===== src/design/l1_pkg.sv =====
package l1_pkg;

    // ------------------------------------------------------------------------
    // geometry
    // ------------------------------------------------------------------------
    localparam int ADDR_W      = 32;
    localparam int DATA_W      = 32;
    localparam int LINE_COUNT  = 64;
    localparam int INDEX_W     = 6;             // addr[7:2]
    localparam int TAG_W       = 24;            // addr[31:8]
    localparam int STRB_W      = 4;
    localparam int FIFO_DEPTH  = 4;             // power of two, pointers wrap
    localparam int MEM_WORDS   = 256;           // addr[9:2], aliases above
    localparam int MEM_LATENCY = 2;

    // derived widths
    localparam int FIFO_PTR_W = $clog2(FIFO_DEPTH);
    localparam int FIFO_CNT_W = $clog2(FIFO_DEPTH + 1);
    localparam int MEM_IDX_W  = $clog2(MEM_WORDS);
    localparam int BUSY_W     = $clog2(MEM_LATENCY + 1);

    localparam logic [FIFO_CNT_W-1:0] FIFO_FULL_CNT = FIFO_CNT_W'(FIFO_DEPTH);
    localparam logic [BUSY_W-1:0]     BUSY_LAST     = BUSY_W'(MEM_LATENCY - 1);

    // ------------------------------------------------------------------------
    // encodings
    // ------------------------------------------------------------------------
    typedef enum logic [1:0] {
        WT_WORD = 2'd0,
        WT_HALF = 2'd1,
        WT_BYTE = 2'd2
    } write_type_e;

    typedef enum logic {
        OP_READ  = 1'b0,
        OP_WRITE = 1'b1
    } mem_op_e;

    typedef enum logic {
        ST_LOOKUP    = 1'b0,
        ST_MISS_WAIT = 1'b1
    } cache_state_e;

    typedef enum logic {
        RSP_IDLE = 1'b0,
        RSP_BUSY = 1'b1
    } resp_state_e;

endpackage


===== src/design/mem_req_fifo.sv =====
`timescale 1ns/10ps

module mem_req_fifo (
    input  logic                       sys_clk,
    input  logic                       arst_n,
    // push side
    input  logic                       req_valid,
    output logic                       req_ready,
    input  l1_pkg::mem_op_e            req_op,
    input  logic [l1_pkg::ADDR_W-1:0]  req_addr,
    input  logic [l1_pkg::DATA_W-1:0]  req_wdata,
    input  logic [l1_pkg::STRB_W-1:0]  req_strb,
    // pop side
    output logic                       out_valid,
    input  logic                       out_ready,
    output l1_pkg::mem_op_e            out_op,
    output logic [l1_pkg::ADDR_W-1:0]  out_addr,
    output logic [l1_pkg::DATA_W-1:0]  out_wdata,
    output logic [l1_pkg::STRB_W-1:0]  out_strb
);

    l1_pkg::mem_op_e            op_mem    [l1_pkg::FIFO_DEPTH];
    logic [l1_pkg::ADDR_W-1:0]  addr_mem  [l1_pkg::FIFO_DEPTH];
    logic [l1_pkg::DATA_W-1:0]  wdata_mem [l1_pkg::FIFO_DEPTH];
    logic [l1_pkg::STRB_W-1:0]  strb_mem  [l1_pkg::FIFO_DEPTH];

    logic [l1_pkg::FIFO_PTR_W-1:0] wr_ptr_q;
    logic [l1_pkg::FIFO_PTR_W-1:0] rd_ptr_q;
    logic [l1_pkg::FIFO_CNT_W-1:0] count_q;

    logic full;
    logic push;
    logic pop;

    assign full      = (count_q == l1_pkg::FIFO_FULL_CNT);
    assign req_ready = !full;
    assign out_valid = (count_q != '0);

    assign push = req_valid && req_ready;
    assign pop  = out_valid && out_ready;

    assign out_op    = op_mem[rd_ptr_q];
    assign out_addr  = addr_mem[rd_ptr_q];
    assign out_wdata = wdata_mem[rd_ptr_q];
    assign out_strb  = strb_mem[rd_ptr_q];

    always_ff @(posedge sys_clk or negedge arst_n) begin
        if (!arst_n) begin
            wr_ptr_q <= '0;
            rd_ptr_q <= '0;
            count_q  <= '0;
        end else begin
            if (push) begin
                wr_ptr_q <= wr_ptr_q + 1'b1;    // natural wrap
            end
            if (pop) begin
                rd_ptr_q <= rd_ptr_q + 1'b1;
            end
            case ({push, pop})
                2'b10:   count_q <= count_q + 1'b1;
                2'b01:   count_q <= count_q - 1'b1;
                default: count_q <= count_q;
            endcase
        end
    end

    always_ff @(posedge sys_clk) begin
        if (push) begin
            op_mem[wr_ptr_q]    <= req_op;
            addr_mem[wr_ptr_q]  <= req_addr;
            wdata_mem[wr_ptr_q] <= req_wdata;
            strb_mem[wr_ptr_q]  <= req_strb;
        end
    end

endmodule


===== config.mk =====
export PLATFORM = sky130hd
export DESIGN_NAME = mem_req_fifo
export DESIGN_NICKNAME = d
export VERILOG_FILES = /design/src/design/l1_pkg.sv /design/src/design/mem_req_fifo.sv
export SDC_FILE = /design/constraint.sdc
export NUM_CORES = 1
export LEC_CHECK = 0
export BUFFER_PORTS_ARGS = -buffer_cell sky130_fd_sc_hd__buf_2
export CAP_MARGIN = 5
export CELL_PAD_IN_SITES_DETAIL_PLACEMENT = 1
export CELL_PAD_IN_SITES_GLOBAL_PLACEMENT = 1
export CORE_MARGIN = 4
export CORE_UTILIZATION = 44
export CTS_BUF_LIST = sky130_fd_sc_hd__clkbuf_4
export DETAILED_ROUTE_END_ITERATION = 6
export PLACE_DENSITY_LB_ADDON = 0.1
export SYNTH_ARGS = -nofsm -noshare
export SYNTH_HDL_FRONTEND = slang
export SYNTH_SLANG_ARGS = --single-unit

===== constraint.sdc =====
create_clock -name sys_clk -period 2.03 [get_ports sys_clk]
set_input_delay 0.609 -clock sys_clk [delete_from_list [all_inputs] [get_ports sys_clk]]
set_output_delay 0.609 -clock sys_clk [all_outputs]
set_load 0.1 [all_outputs]

==> results.cfg <==
[run_status]
status = complete, but fails checks
violations = negative setup slack

[timing]
max_freq_ghz = 0.363
finClkSkew_ns = 0.0184
finalWorstSetupSlack_ns = -0.724
maxSlewHeadroom_pct = 68.1
period_share_pct = 136
whs_ns = 0.179
hold_viol_final = 0
setup_viol = 71
drv_slew = 0
worstMarginPinSlew_ns = 0.479
period_minus_slack_ns = 2.75
rsz0062_at_grt = yes

[route]
drcViolationCount = 0
routedWlPerCell_um = 21.7
wl_um = 21800
firstDrtPassIters = 4
first_iter_violations = 249
ant_nets = 0
viasPerCell = 5.07
vias = 5092

[layout]
nFillCells = 1952
final_util_pct = 59.2
final_cells = 1005
nets = 720
drive_gt1_share_pct = 55.7
areaGrowthSynthToFinish_pct = 30.9

[hold_path]
hold_path.class = in -> reg

[logic_synthesis]
yosys-top-cells-count = edfxtp_1 (276), mux4_2 (69), dfrtp_1 (7)
synth_cells = 398
synth_top_area_cell = edfxtp_1
netlist_area_mm2 = 0.0104
synth_edf_count = 276
netlist_top_cells_area = edfxtp_1 (80%), mux4_2 (15%), dfrtp_1 (1.7%)
synth_ff_type = edfxtp_1
synthDistinctLibCells = 20
syn_avg_cell_area_um2 = 26.0
synth.ff_latch_count = 283
async_flop_share_pct = 2.47
yosysMostFrequentCell = edfxtp_1
yosysWarningCount = 0
synth_nets = 477
seq_area_frac_synth_pct = 81.7
yosysTopAreaCellShare_pct = 80.0

[floorplan]
core_area_mm2 = 0.0229
num_rows = 55
start_util_pct = 45.2
ios = 144
die-area_mm2 = 0.0261
die_x_um = 161
die-height_um = 161

[clock_network]
cts.sinks = 283
h-tree-depth = 3
clk_pin_slew_ns = 0.06
clk_path_buf_depth = 3
cts_tree = built
cts_buffers = 76
clockRootBuffer = clkbuf_4
insertion_delay_ns = 0.63

[placement]
hpwl_um = 12800
dp_cells = 859
gp_congestion = 0.693
dp_slack_ns = -0.202
portBuffers = 143

[critical_path]
required_ns = 1.42
start_kind = flip-flop
path_class = reg -> out
crit_arrival_ns = 2.15
cp_max_fo = 6
endpoint_kind = output pin

[global_route]
grt_pass1_vias = 5982
overflow = 0
grt_max_degree = 40
grtUsageTotal_pct = 16.8
grt_pass1_wl_um = 33400
antenna_found_initial = 3

[job]
cap_viol_max_count = 0
[timing repair]
action / CTS / global route
endpoints found under the hold margin: 7 / 0
gates resized for setup: 105 / 83
setup endpoints to repair: 71 / 72
cloned: 1 / 6
pin swaps: 1 / 4
setup buffers: 4 / 7
hold buffers: 1 / 0
[layout by cell type, fill, tap and decap left out, drive strengths merged, types with 3 or more instances in the layout]
cell type,Yosys,layout
clkbuf,6,120
xor2,3,3
and3,4,4
bufinv,0,3
mux4,69,69
dfrtp,7,7
edfxtp,276,276
inv,6,8
buf,10,176
xnor2,3,3
clkinv,0,7
ha,5,5
[layout make-up]
cell class / instances / area, um^2 / share of cell area, %
clock buffers: 116 / 871 / 6.42
clock inverters: 12 / 124 / 0.913
multi-input cells: 93 / 1820 / 13.4
repair buffers: 181 / 1860 / 13.7
inverters: 6 / 22.5 / 0.166
well taps: 313 / 392 / 2.89
flip-flops and latches: 283 / 8470 / 62.4
diodes: 1 / 2.50 / 0.0184
[kinds of logic after synthesis]
kind of cell,count (synthesis),synth area share (%)
AOI/OAI and AO/OA,1,0.0966
xor gates and xnor gates,6,0.507
adders and majority gates,6,0.797
buffers and inverters,22,1.06
DFF,283,81.7
muxes,71,15.2
and+or+nand+nor,9,0.628
[path summary, 6_finish.rpt]
path,startpoint,endpoint,slack [ns],depth (start not counted)
setup reg to reg,count_q[1]$_DFFE_PN0P_,count_q[2]$_DFFE_PN0P_,0.03,9
hold reg to reg,count_q[2]$_DFFE_PN0P_,count_q[2]$_DFFE_PN0P_,0.56,2
setup / recovery,rd_ptr_q[0]$_DFFE_PN0P_,out_wdata[5],-0.72,4
hold / removal,req_addr[24],addr_mem[1][24]$_DFFE_PP_,0.18,1
max in group asynchronous,arst_n,rd_ptr_q[0]$_DFFE_PN0P_,1.48,2
min in group asynchronous,arst_n,wr_ptr_q[0]$_DFFE_PN0P_,0.35,2
[registers in the layout (all words and copies together), names as in the netlist]
signal and flops:
wdata_mem 128, count_q 3, strb_mem 16, addr_mem 128, wr_ptr_q 2, rd_ptr_q 2, op_mem 4
[stage by stage]
step / TNS [ns] / area [um^2]
floorplan: -66.37 / 10500
global placement: -9.17 / 11700
detailed placement: -9.71 / 11700
CTS: -55.75 / 13100
global route: -56.98 / 13600
finish: -48.49 / 13600
[per-layer routing]
| metal | vias up | GRT usage, % | share of wire [%] |
|---|---|---|---|
| met5 | - | 0 | 0.10 |
| met4 | 4 | 6.17 | 2.0 |
| met3 | 41 | 5.79 | 6.3 |
| met2 | 165 | 28.8 | 52 |
| met1 | 2641 | 19.7 | 39 |
| li1 | 2241 | - | - |
[worst max-delay path: stages, from the launching register on]
cell,delay [ns]
dfrtp_4,0.46
buf_4,0.16
buf_6,0.17
mux4_2,0.52
buf_6,0.20
Power is not shown: default switching activity piles up to over one toggle a cycle in this logic, so the estimate is an artifact.
