## config.mk

```make
export PLATFORM = sky130hd
export DESIGN_NAME = l1_cache
export DESIGN_NICKNAME = d
export VERILOG_FILES = /design/src/design/l1_pkg.sv /design/src/design/l1_cache.sv
export SDC_FILE = /design/constraint.sdc
export NUM_CORES = 2
export LEC_CHECK = 0
export BUFFER_PORTS_ARGS = -buffer_cell sky130_fd_sc_hd__buf_2
export CAP_MARGIN = 0
export CORE_AREA = 2 2 643 645
export CTS_CLUSTER_DIAMETER = 120
export DETAILED_ROUTE_END_ITERATION = 8
export DIE_AREA = 0 0 645 647
export PLACE_DENSITY_LB_ADDON = 0.3
export SLEW_MARGIN = 10
export SYNTH_ARGS = -nofsm -noshare
export SYNTH_HDL_FRONTEND = slang
export SYNTH_SLANG_ARGS = --single-unit
```

## constraint.sdc

```tcl
create_clock -name sys_clk -period 5.9 [get_ports sys_clk]
set_input_delay 0.295 -clock sys_clk [delete_from_list [all_inputs] [get_ports sys_clk]]
set_output_delay 0.295 -clock sys_clk [all_outputs]
set_load 0.03 [all_outputs]
```

## src/design/l1_pkg.sv

```systemverilog
package l1_pkg;

    // ------------------------------------------------------------------------
    // geometry
    // ------------------------------------------------------------------------
    localparam int ADDR_W      = 32;
    localparam int DATA_W      = 32;
    localparam int LINE_COUNT  = 64;
    localparam int INDEX_W     = 6;             // addr[7:2]
    localparam int TAG_W       = 24;            // addr[31:8]
    localparam int STRB_W      = 4;
    localparam int FIFO_DEPTH  = 4;             // power of two, pointers wrap
    localparam int MEM_WORDS   = 256;           // addr[9:2], aliases above
    localparam int MEM_LATENCY = 2;

    // derived widths
    localparam int FIFO_PTR_W = $clog2(FIFO_DEPTH);
    localparam int FIFO_CNT_W = $clog2(FIFO_DEPTH + 1);
    localparam int MEM_IDX_W  = $clog2(MEM_WORDS);
    localparam int BUSY_W     = $clog2(MEM_LATENCY + 1);

    localparam logic [FIFO_CNT_W-1:0] FIFO_FULL_CNT = FIFO_CNT_W'(FIFO_DEPTH);
    localparam logic [BUSY_W-1:0]     BUSY_LAST     = BUSY_W'(MEM_LATENCY - 1);

    // ------------------------------------------------------------------------
    // encodings
    // ------------------------------------------------------------------------
    typedef enum logic [1:0] {
        WT_WORD = 2'd0,
        WT_HALF = 2'd1,
        WT_BYTE = 2'd2
    } write_type_e;

    typedef enum logic {
        OP_READ  = 1'b0,
        OP_WRITE = 1'b1
    } mem_op_e;

    typedef enum logic {
        ST_LOOKUP    = 1'b0,
        ST_MISS_WAIT = 1'b1
    } cache_state_e;

    typedef enum logic {
        RSP_IDLE = 1'b0,
        RSP_BUSY = 1'b1
    } resp_state_e;

endpackage

```

## src/design/l1_cache.sv

```systemverilog
`timescale 1ns/10ps

module l1_cache (
    input  logic                       sys_clk,
    input  logic                       arst_n,
    // cpu side
    input  logic                       l1_read,
    input  logic                       l1_write,
    input  logic [l1_pkg::ADDR_W-1:0]  l1_addr,
    input  l1_pkg::write_type_e        l1_write_type,
    input  logic [l1_pkg::DATA_W-1:0]  l1_write_data,
    output logic [l1_pkg::DATA_W-1:0]  l1_data_o,
    output logic                       stall,
    // request buffer side
    output logic                       req_valid,
    input  logic                       req_ready,
    output l1_pkg::mem_op_e            req_op,
    output logic [l1_pkg::ADDR_W-1:0]  req_addr,
    output logic [l1_pkg::DATA_W-1:0]  req_wdata,
    output logic [l1_pkg::STRB_W-1:0]  req_strb,
    // fill return
    input  logic                       fill_done,
    input  logic [l1_pkg::DATA_W-1:0]  fill_data
);

    logic [l1_pkg::LINE_COUNT-1:0] valid_q;
    logic [l1_pkg::TAG_W-1:0]      tag_q  [l1_pkg::LINE_COUNT];
    logic [l1_pkg::DATA_W-1:0]     data_q [l1_pkg::LINE_COUNT];

    l1_pkg::cache_state_e state_q;
    l1_pkg::cache_state_e state_d;

    logic [l1_pkg::INDEX_W-1:0] index;
    logic [l1_pkg::TAG_W-1:0]   tag;
    logic [l1_pkg::INDEX_W-1:0] miss_index_q;
    logic [l1_pkg::TAG_W-1:0]   miss_tag_q;
    logic                       hit;

    logic [l1_pkg::STRB_W-1:0] strb;
    logic [l1_pkg::DATA_W-1:0] lane_data;
    logic [l1_pkg::DATA_W-1:0] merged;

    logic push;
    logic write_hit;
    logic fill_we;

    // ------------------------------------------------------------------------
    // lookup
    // ------------------------------------------------------------------------
    assign index = l1_addr[l1_pkg::INDEX_W+1:2];
    assign tag   = l1_addr[l1_pkg::ADDR_W-1:l1_pkg::INDEX_W+2];
    assign hit   = valid_q[index] && (tag_q[index] == tag);

    assign l1_data_o = data_q[index];   // valid only when hit

    // ------------------------------------------------------------------------
    // byte strobes and lane data
    // ------------------------------------------------------------------------
    always_comb begin
        strb      = '0;
        lane_data = l1_write_data;
        case (l1_write_type)
            l1_pkg::WT_WORD: begin
                strb      = 4'b1111;
                lane_data = l1_write_data;
            end
            l1_pkg::WT_HALF: begin
                strb      = l1_addr[1] ? 4'b1100 : 4'b0011;  // bit 0 ignored
                lane_data = {2{l1_write_data[15:0]}};
            end
            l1_pkg::WT_BYTE: begin
                strb[l1_addr[1:0]] = 1'b1;
                lane_data          = {4{l1_write_data[7:0]}};
            end
            default: begin
                strb      = 4'b1111;   // unused code, treat as word
                lane_data = l1_write_data;
            end
        endcase
    end

    always_comb begin
        merged = data_q[index];
        for (int b = 0; b < l1_pkg::STRB_W; b++) begin
            if (strb[b]) begin
                merged[b*8 +: 8] = lane_data[b*8 +: 8];
            end
        end
    end

    // ------------------------------------------------------------------------
    // miss FSM and request side
    // ------------------------------------------------------------------------
    always_comb begin
        state_d   = state_q;
        req_valid = 1'b0;
        req_op    = l1_pkg::OP_READ;
        stall     = 1'b0;
        case (state_q)
            l1_pkg::ST_LOOKUP: begin
                if (l1_write) begin
                    req_valid = 1'b1;
                    req_op    = l1_pkg::OP_WRITE;
                    stall     = !req_ready;     // only when buffer full
                end else if (l1_read && !hit) begin
                    req_valid = 1'b1;
                    stall     = 1'b1;
                    if (req_ready) begin
                        state_d = l1_pkg::ST_MISS_WAIT;
                    end
                end
            end
            l1_pkg::ST_MISS_WAIT: begin
                stall = 1'b1;
                if (fill_done) begin
                    state_d = l1_pkg::ST_LOOKUP;
                end
            end
            default: begin
                state_d = l1_pkg::ST_LOOKUP;
            end
        endcase
    end

    assign req_addr  = {l1_addr[l1_pkg::ADDR_W-1:2], 2'b00};
    assign req_wdata = lane_data;
    assign req_strb  = l1_write ? strb : '0;

    assign push      = req_valid && req_ready;
    assign write_hit = push && (req_op == l1_pkg::OP_WRITE) && hit;
    assign fill_we   = (state_q == l1_pkg::ST_MISS_WAIT) && fill_done;

    always_ff @(posedge sys_clk or negedge arst_n) begin
        if (!arst_n) begin
            state_q <= l1_pkg::ST_LOOKUP;
            valid_q <= '0;
        end else begin
            state_q <= state_d;
            if (fill_we) begin
                valid_q[miss_index_q] <= 1'b1;
            end
        end
    end

    // arrays and miss address
    always_ff @(posedge sys_clk) begin
        if (fill_we) begin
            tag_q[miss_index_q]  <= miss_tag_q;
            data_q[miss_index_q] <= fill_data;
        end
        if (write_hit) begin
            data_q[index] <= merged;    // write-through, no allocate on miss
        end
        if (push && (req_op == l1_pkg::OP_READ)) begin
            miss_index_q <= index;
            miss_tag_q   <= tag;
        end
    end

endmodule

```

==> metrics.txt <==
# TYPE chip_impl_metric gauge
chip_impl_info{name="outcome",value="finished clean"} 1
chip_impl_metric{name="timing.slew.headroom",unit=""} 0.116
chip_impl_metric{name="totalPowerFinal",unit="mW"} 55.0
chip_impl_metric{name="drt_first_iter_violations",unit=""} 9052
chip_impl_metric{name="worst-r2r-cell-count",unit=""} 13
chip_impl_metric{name="post_synth_inst_count",unit=""} 6495
chip_impl_info{name="hold_end",value="data_q[34][19]$_DFFE_PP_"} 1
chip_impl_metric{name="finalWorstPathRequiredPeriod",unit="ps"} 5570
chip_impl_metric{name="grt_first_pass_wirelength",unit="um"} 584000
chip_impl_metric{name="clock_tree.buffer_depth",unit=""} 4
chip_impl_metric{name="drt-pass1-iter-count",unit=""} 8
chip_impl_metric{name="clkSinkCount",unit=""} 3679
chip_impl_info{name="cts_root_buffer",value="clkbuf_16"} 1
chip_impl_info{name="dominantRegCellSynth",value="edfxtp_1"} 1
chip_impl_metric{name="detailed_place.area",unit="um2"} 156000
chip_impl_metric{name="finalInstanceArea",unit="um2"} 169000
chip_impl_info{name="hold_path_class",value="primary input to flop"} 1
chip_impl_info{name="critPathSlowestCell",value="buf_4"} 1
chip_impl_metric{name="synth.yosys.seq_area_share",unit=""} 0.769
chip_impl_metric{name="post_route_cells_drive_above_1_share",unit=""} 0.308
chip_impl_metric{name="timing.final.hold_violations",unit=""} 0
chip_impl_metric{name="grt_usage",unit=""} 0.199
chip_impl_metric{name="dp_slack",unit="ps"} 297
chip_impl_metric{name="ys.warnings.count",unit=""} 0
chip_impl_info{name="path_class",value="primary input to output pin"} 1
chip_impl_metric{name="number_of_antenna_violations_at_the_first_check_in_global_routing",unit=""} 33
chip_impl_metric{name="crit_path_max_fanout",unit=""} 34
chip_impl_info{name="synthDominantAreaCellType",value="edfxtp_1"} 1
chip_impl_metric{name="combined_area_of_all_synthesized_cells",unit="um2"} 143000
chip_impl_metric{name="cts.reportedPaths.clkPinSlew",unit="ps"} 60
chip_impl_metric{name="ctsHoldBuffers",unit=""} 45
chip_impl_metric{name="synth_area_per_cell",unit="um2"} 22.0
chip_impl_info{name="critical_path.most_common_cell",value="buf_4"} 1
chip_impl_metric{name="drt-vias-per-instance",unit=""} 5.59
chip_impl_metric{name="floorplan.rows",unit=""} 236
chip_impl_metric{name="drv.max_cap_violation_count",unit=""} 0
chip_impl_metric{name="cts_resized",unit=""} 0
chip_impl_info{name="most_numerous_cell_types_in_the_synthesized_netlist",value="edfxtp_1 (3614), mux4_2 (853), mux2i_1 (468), a22oi_1 (207), clkbuf_1 (199)"} 1
chip_impl_metric{name="core_area",unit="um2"} 411000
chip_impl_metric{name="postSynth.asyncResetShare",unit=""} 0.0177
chip_impl_metric{name="num-nets-final",unit=""} 7263
chip_impl_metric{name="design.portCount",unit=""} 207
chip_impl_metric{name="post_cts.repair.setup_buffers",unit=""} 0
chip_impl_metric{name="die_w",unit="um"} 645
chip_impl_metric{name="cts_made_buffers",unit=""} 371
chip_impl_metric{name="cellPowerDensity",unit="nW/um2"} 327
chip_impl_metric{name="start_util",unit=""} 0.348
chip_impl_metric{name="multiInputGateArea",unit="um2"} 31900
chip_impl_metric{name="grt_start_max_net_pins",unit=""} 153
chip_impl_info{name="post-synth-top-count-cell",value="edfxtp_1"} 1
chip_impl_metric{name="postRouteWirelength",unit="um"} 422000
chip_impl_info{name="grt_setup_unrepaired",value="no"} 1
chip_impl_metric{name="setup_ws",unit="ps"} 332
chip_impl_metric{name="grt-ovfl-total",unit=""} 0
chip_impl_info{name="tritoncts",value="built"} 1
chip_impl_metric{name="detailed_place_hpwl",unit="um"} 251000
chip_impl_metric{name="gp_routability_congestion",unit=""} 0.830
chip_impl_metric{name="final.hold.worst_slack",unit="ps"} 48.4
chip_impl_metric{name="ff2ff_setup_slack",unit="ps"} 1080
chip_impl_info{name="cp-end-kind",value="output pin"} 1
chip_impl_metric{name="worst_ep_arrival_time",unit="ps"} 5270
chip_impl_info{name="worst_hold_startpoint",value="fill_data[19]"} 1
chip_impl_metric{name="route.antenna.remaining_nets",unit=""} 0
chip_impl_metric{name="max_stage_delay_on_crit_path",unit="ps"} 600
chip_impl_info{name="synth_top_cells_by_area",value="edfxtp_1 (76%), mux4_2 (13%), mux2i_1 (3.3%)"} 1
chip_impl_metric{name="post-route-period-util",unit=""} 0.944
chip_impl_metric{name="post_synth_edffs",unit=""} 3614
chip_impl_metric{name="dr_total_vias",unit=""} 72400
chip_impl_metric{name="clock_insertion_delay_worst_skew",unit="ps"} 980
chip_impl_metric{name="filler_cell_count",unit=""} 35800
chip_impl_info{name="critical_path_cell_by_cell",value="buf_8, buf_4, nand2b_1, buf_4, o22ai_1, nor3_1, nor3_1, xor2_1, o21ai_0, and4b_1, nand4_1, nor3_1, buf_4, o221ai_1, buf_4, buf_2"} 1
chip_impl_metric{name="residual_drc",unit=""} 0
chip_impl_info{name="launch_instance_of_the_worst_register_to_register_path",value="tag_q[49][11]$_DFFE_PP_"} 1
chip_impl_metric{name="routed_wire_length_per_instance",unit="um"} 32.6
chip_impl_metric{name="cts_h_tree_depth",unit=""} 5
chip_impl_metric{name="totalNegativeSetupSlack",unit="ps"} 0
chip_impl_metric{name="leakage_power",unit="nW"} 54.0
chip_impl_metric{name="die_height",unit="um"} 647
chip_impl_metric{name="portBuffers",unit=""} 204
chip_impl_metric{name="skew",unit="ps"} 78.4
chip_impl_metric{name="setup-violations-final",unit=""} 0
chip_impl_metric{name="worst_ir_drop_vdd",unit="V"} 0.000303
chip_impl_metric{name="die-area",unit="um2"} 417000
chip_impl_metric{name="area_growth",unit="%"} 17.7
chip_impl_metric{name="min_delay_path_depth",unit=""} 3
chip_impl_info{name="start_kind",value="primary input"} 1
chip_impl_info{name="timing.rr.end",value="data_q[59][25]$_DFFE_PP_"} 1
chip_impl_metric{name="via_count_of_the_first_global_routing_pass",unit=""} 72800
chip_impl_metric{name="post-synth-top-area-fraction",unit=""} 0.758
chip_impl_metric{name="fmax",unit="MHz"} 180
chip_impl_metric{name="cp.required",unit="ps"} 5610
chip_impl_metric{name="yosys.cell_types.count",unit=""} 69
chip_impl_info{name="cp-startpoint",value="l1_addr[4]"} 1
chip_impl_metric{name="regArea",unit="um2"} 110000
chip_impl_metric{name="postSynthRegisterBits",unit=""} 3679
chip_impl_metric{name="timing.final.max_slew_violations",unit=""} 0
chip_impl_metric{name="tightest_slew",unit="ps"} 1330
==> state kept, by name (all words and copies together), names as in the netlist <==
signal        count
data_q         2048
tag_q          1536
valid_q          64
miss_tag_q       24
miss_index_q      6
state_q           1
==> stage by stage <==
| step | util | instances |
|---|---|---|
| after detailed placement | 0.380 | 12200 |
| after floorplan | - | 6496 |
| after global placement | 0.380 | 12200 |
| final | 0.410 | 12900 |
| after CTS | 0.410 | 12900 |
| after global routing | 0.410 | 12900 |
==> critical path, delay by kind of cell <==
family	cells	cell delay [ps]
compound gates	3	970
simple gates	6	1900
buf+inv	6	1820
xor+xnor	1	130
==> layout make-up <==
type	count	area share
Tap cell	5474	0.0406
Inverter	23	0.000512
Timing Repair Buffer	699	0.0447
Clock inverter	212	0.0123
Sequential cell	3679	0.654
Multi-Input combinational cell	2383	0.189
Clock buffer	467	0.0587
Antenna cell	7	0.000104
==> where the power goes <==
part           switching [mW]  total [mW]  internal (mW)
Clock                    9.93        23.3           13.4
Combinational            1.89        3.06           1.17
Sequential             0.0441        28.7           28.6
Total                    11.9        55.0           43.2
==> metal layers <==
metal	track usage	wire length, um	vias to the layer above
met5	0	27	-
met4	0.0528	11800	4
met3	0.0314	33500	587
met2	0.333	207000	3410
met1	0.270	170000	39600
li1	-	-	28800
==> placed cells by master, fill, tap and decap left out, types with 15 or more instances in the layout <==
master         netlist  routed
or2_2               53      53
a21oi_1             38      38
mux4_2             853     853
clkbuf_1           199      80
nand4_1             20      20
inv_1               23      22
bufinv_16            0      33
mux2_2              76      76
nand2_1            116     114
o22ai_1             61      31
xor2_1              15      15
nor2_4               0      49
o22ai_4              0      30
nor2_1              84      33
clkinv_1             0      75
a22oi_1            207     207
a31o_2              15      15
nand3_1            118     115
clkbuf_16            0     379
nand2b_1            25      25
edfxtp_1          3614    3614
o21ai_0             40      27
clkinv_2             0      73
buf_4               57     244
buf_12               0     206
dlygate4sd3_1        0      45
mux2i_1            468     468
xnor2_1             24      24
dfrtp_1             65      65
buf_2              106     197
==> cells by family (layout without fill, tap and decap cells) <==
group                    Yosys count  count (layout)  synth area share
XOR/XNOR                          39              39           0.00239
other                              1               9         0.0000262
AND/OR/NAND/NOR                  492             492            0.0173
multiplexers                    1401            1401             0.173
buffers and inverters            434            1401            0.0152
adder cells (fa/ha/maj)            2               2          0.000175
flip-flops                      3679            3679             0.769
AO/OA/AOI/OAI                    447             447            0.0222
==> how the worst max path moves through the flow <==
stage                                           to  cells past startpoint
final                                        stall                     16
after detailed placement  data_q[59][12]$_DFFE_PP_                     16
after global routing                         stall                     16
after floorplan            data_q[41][0]$_DFFE_PP_                     17
after CTS                                    stall                     13
after global placement    data_q[59][12]$_DFFE_PP_                     16
Power figures use the tool's default switching activity.
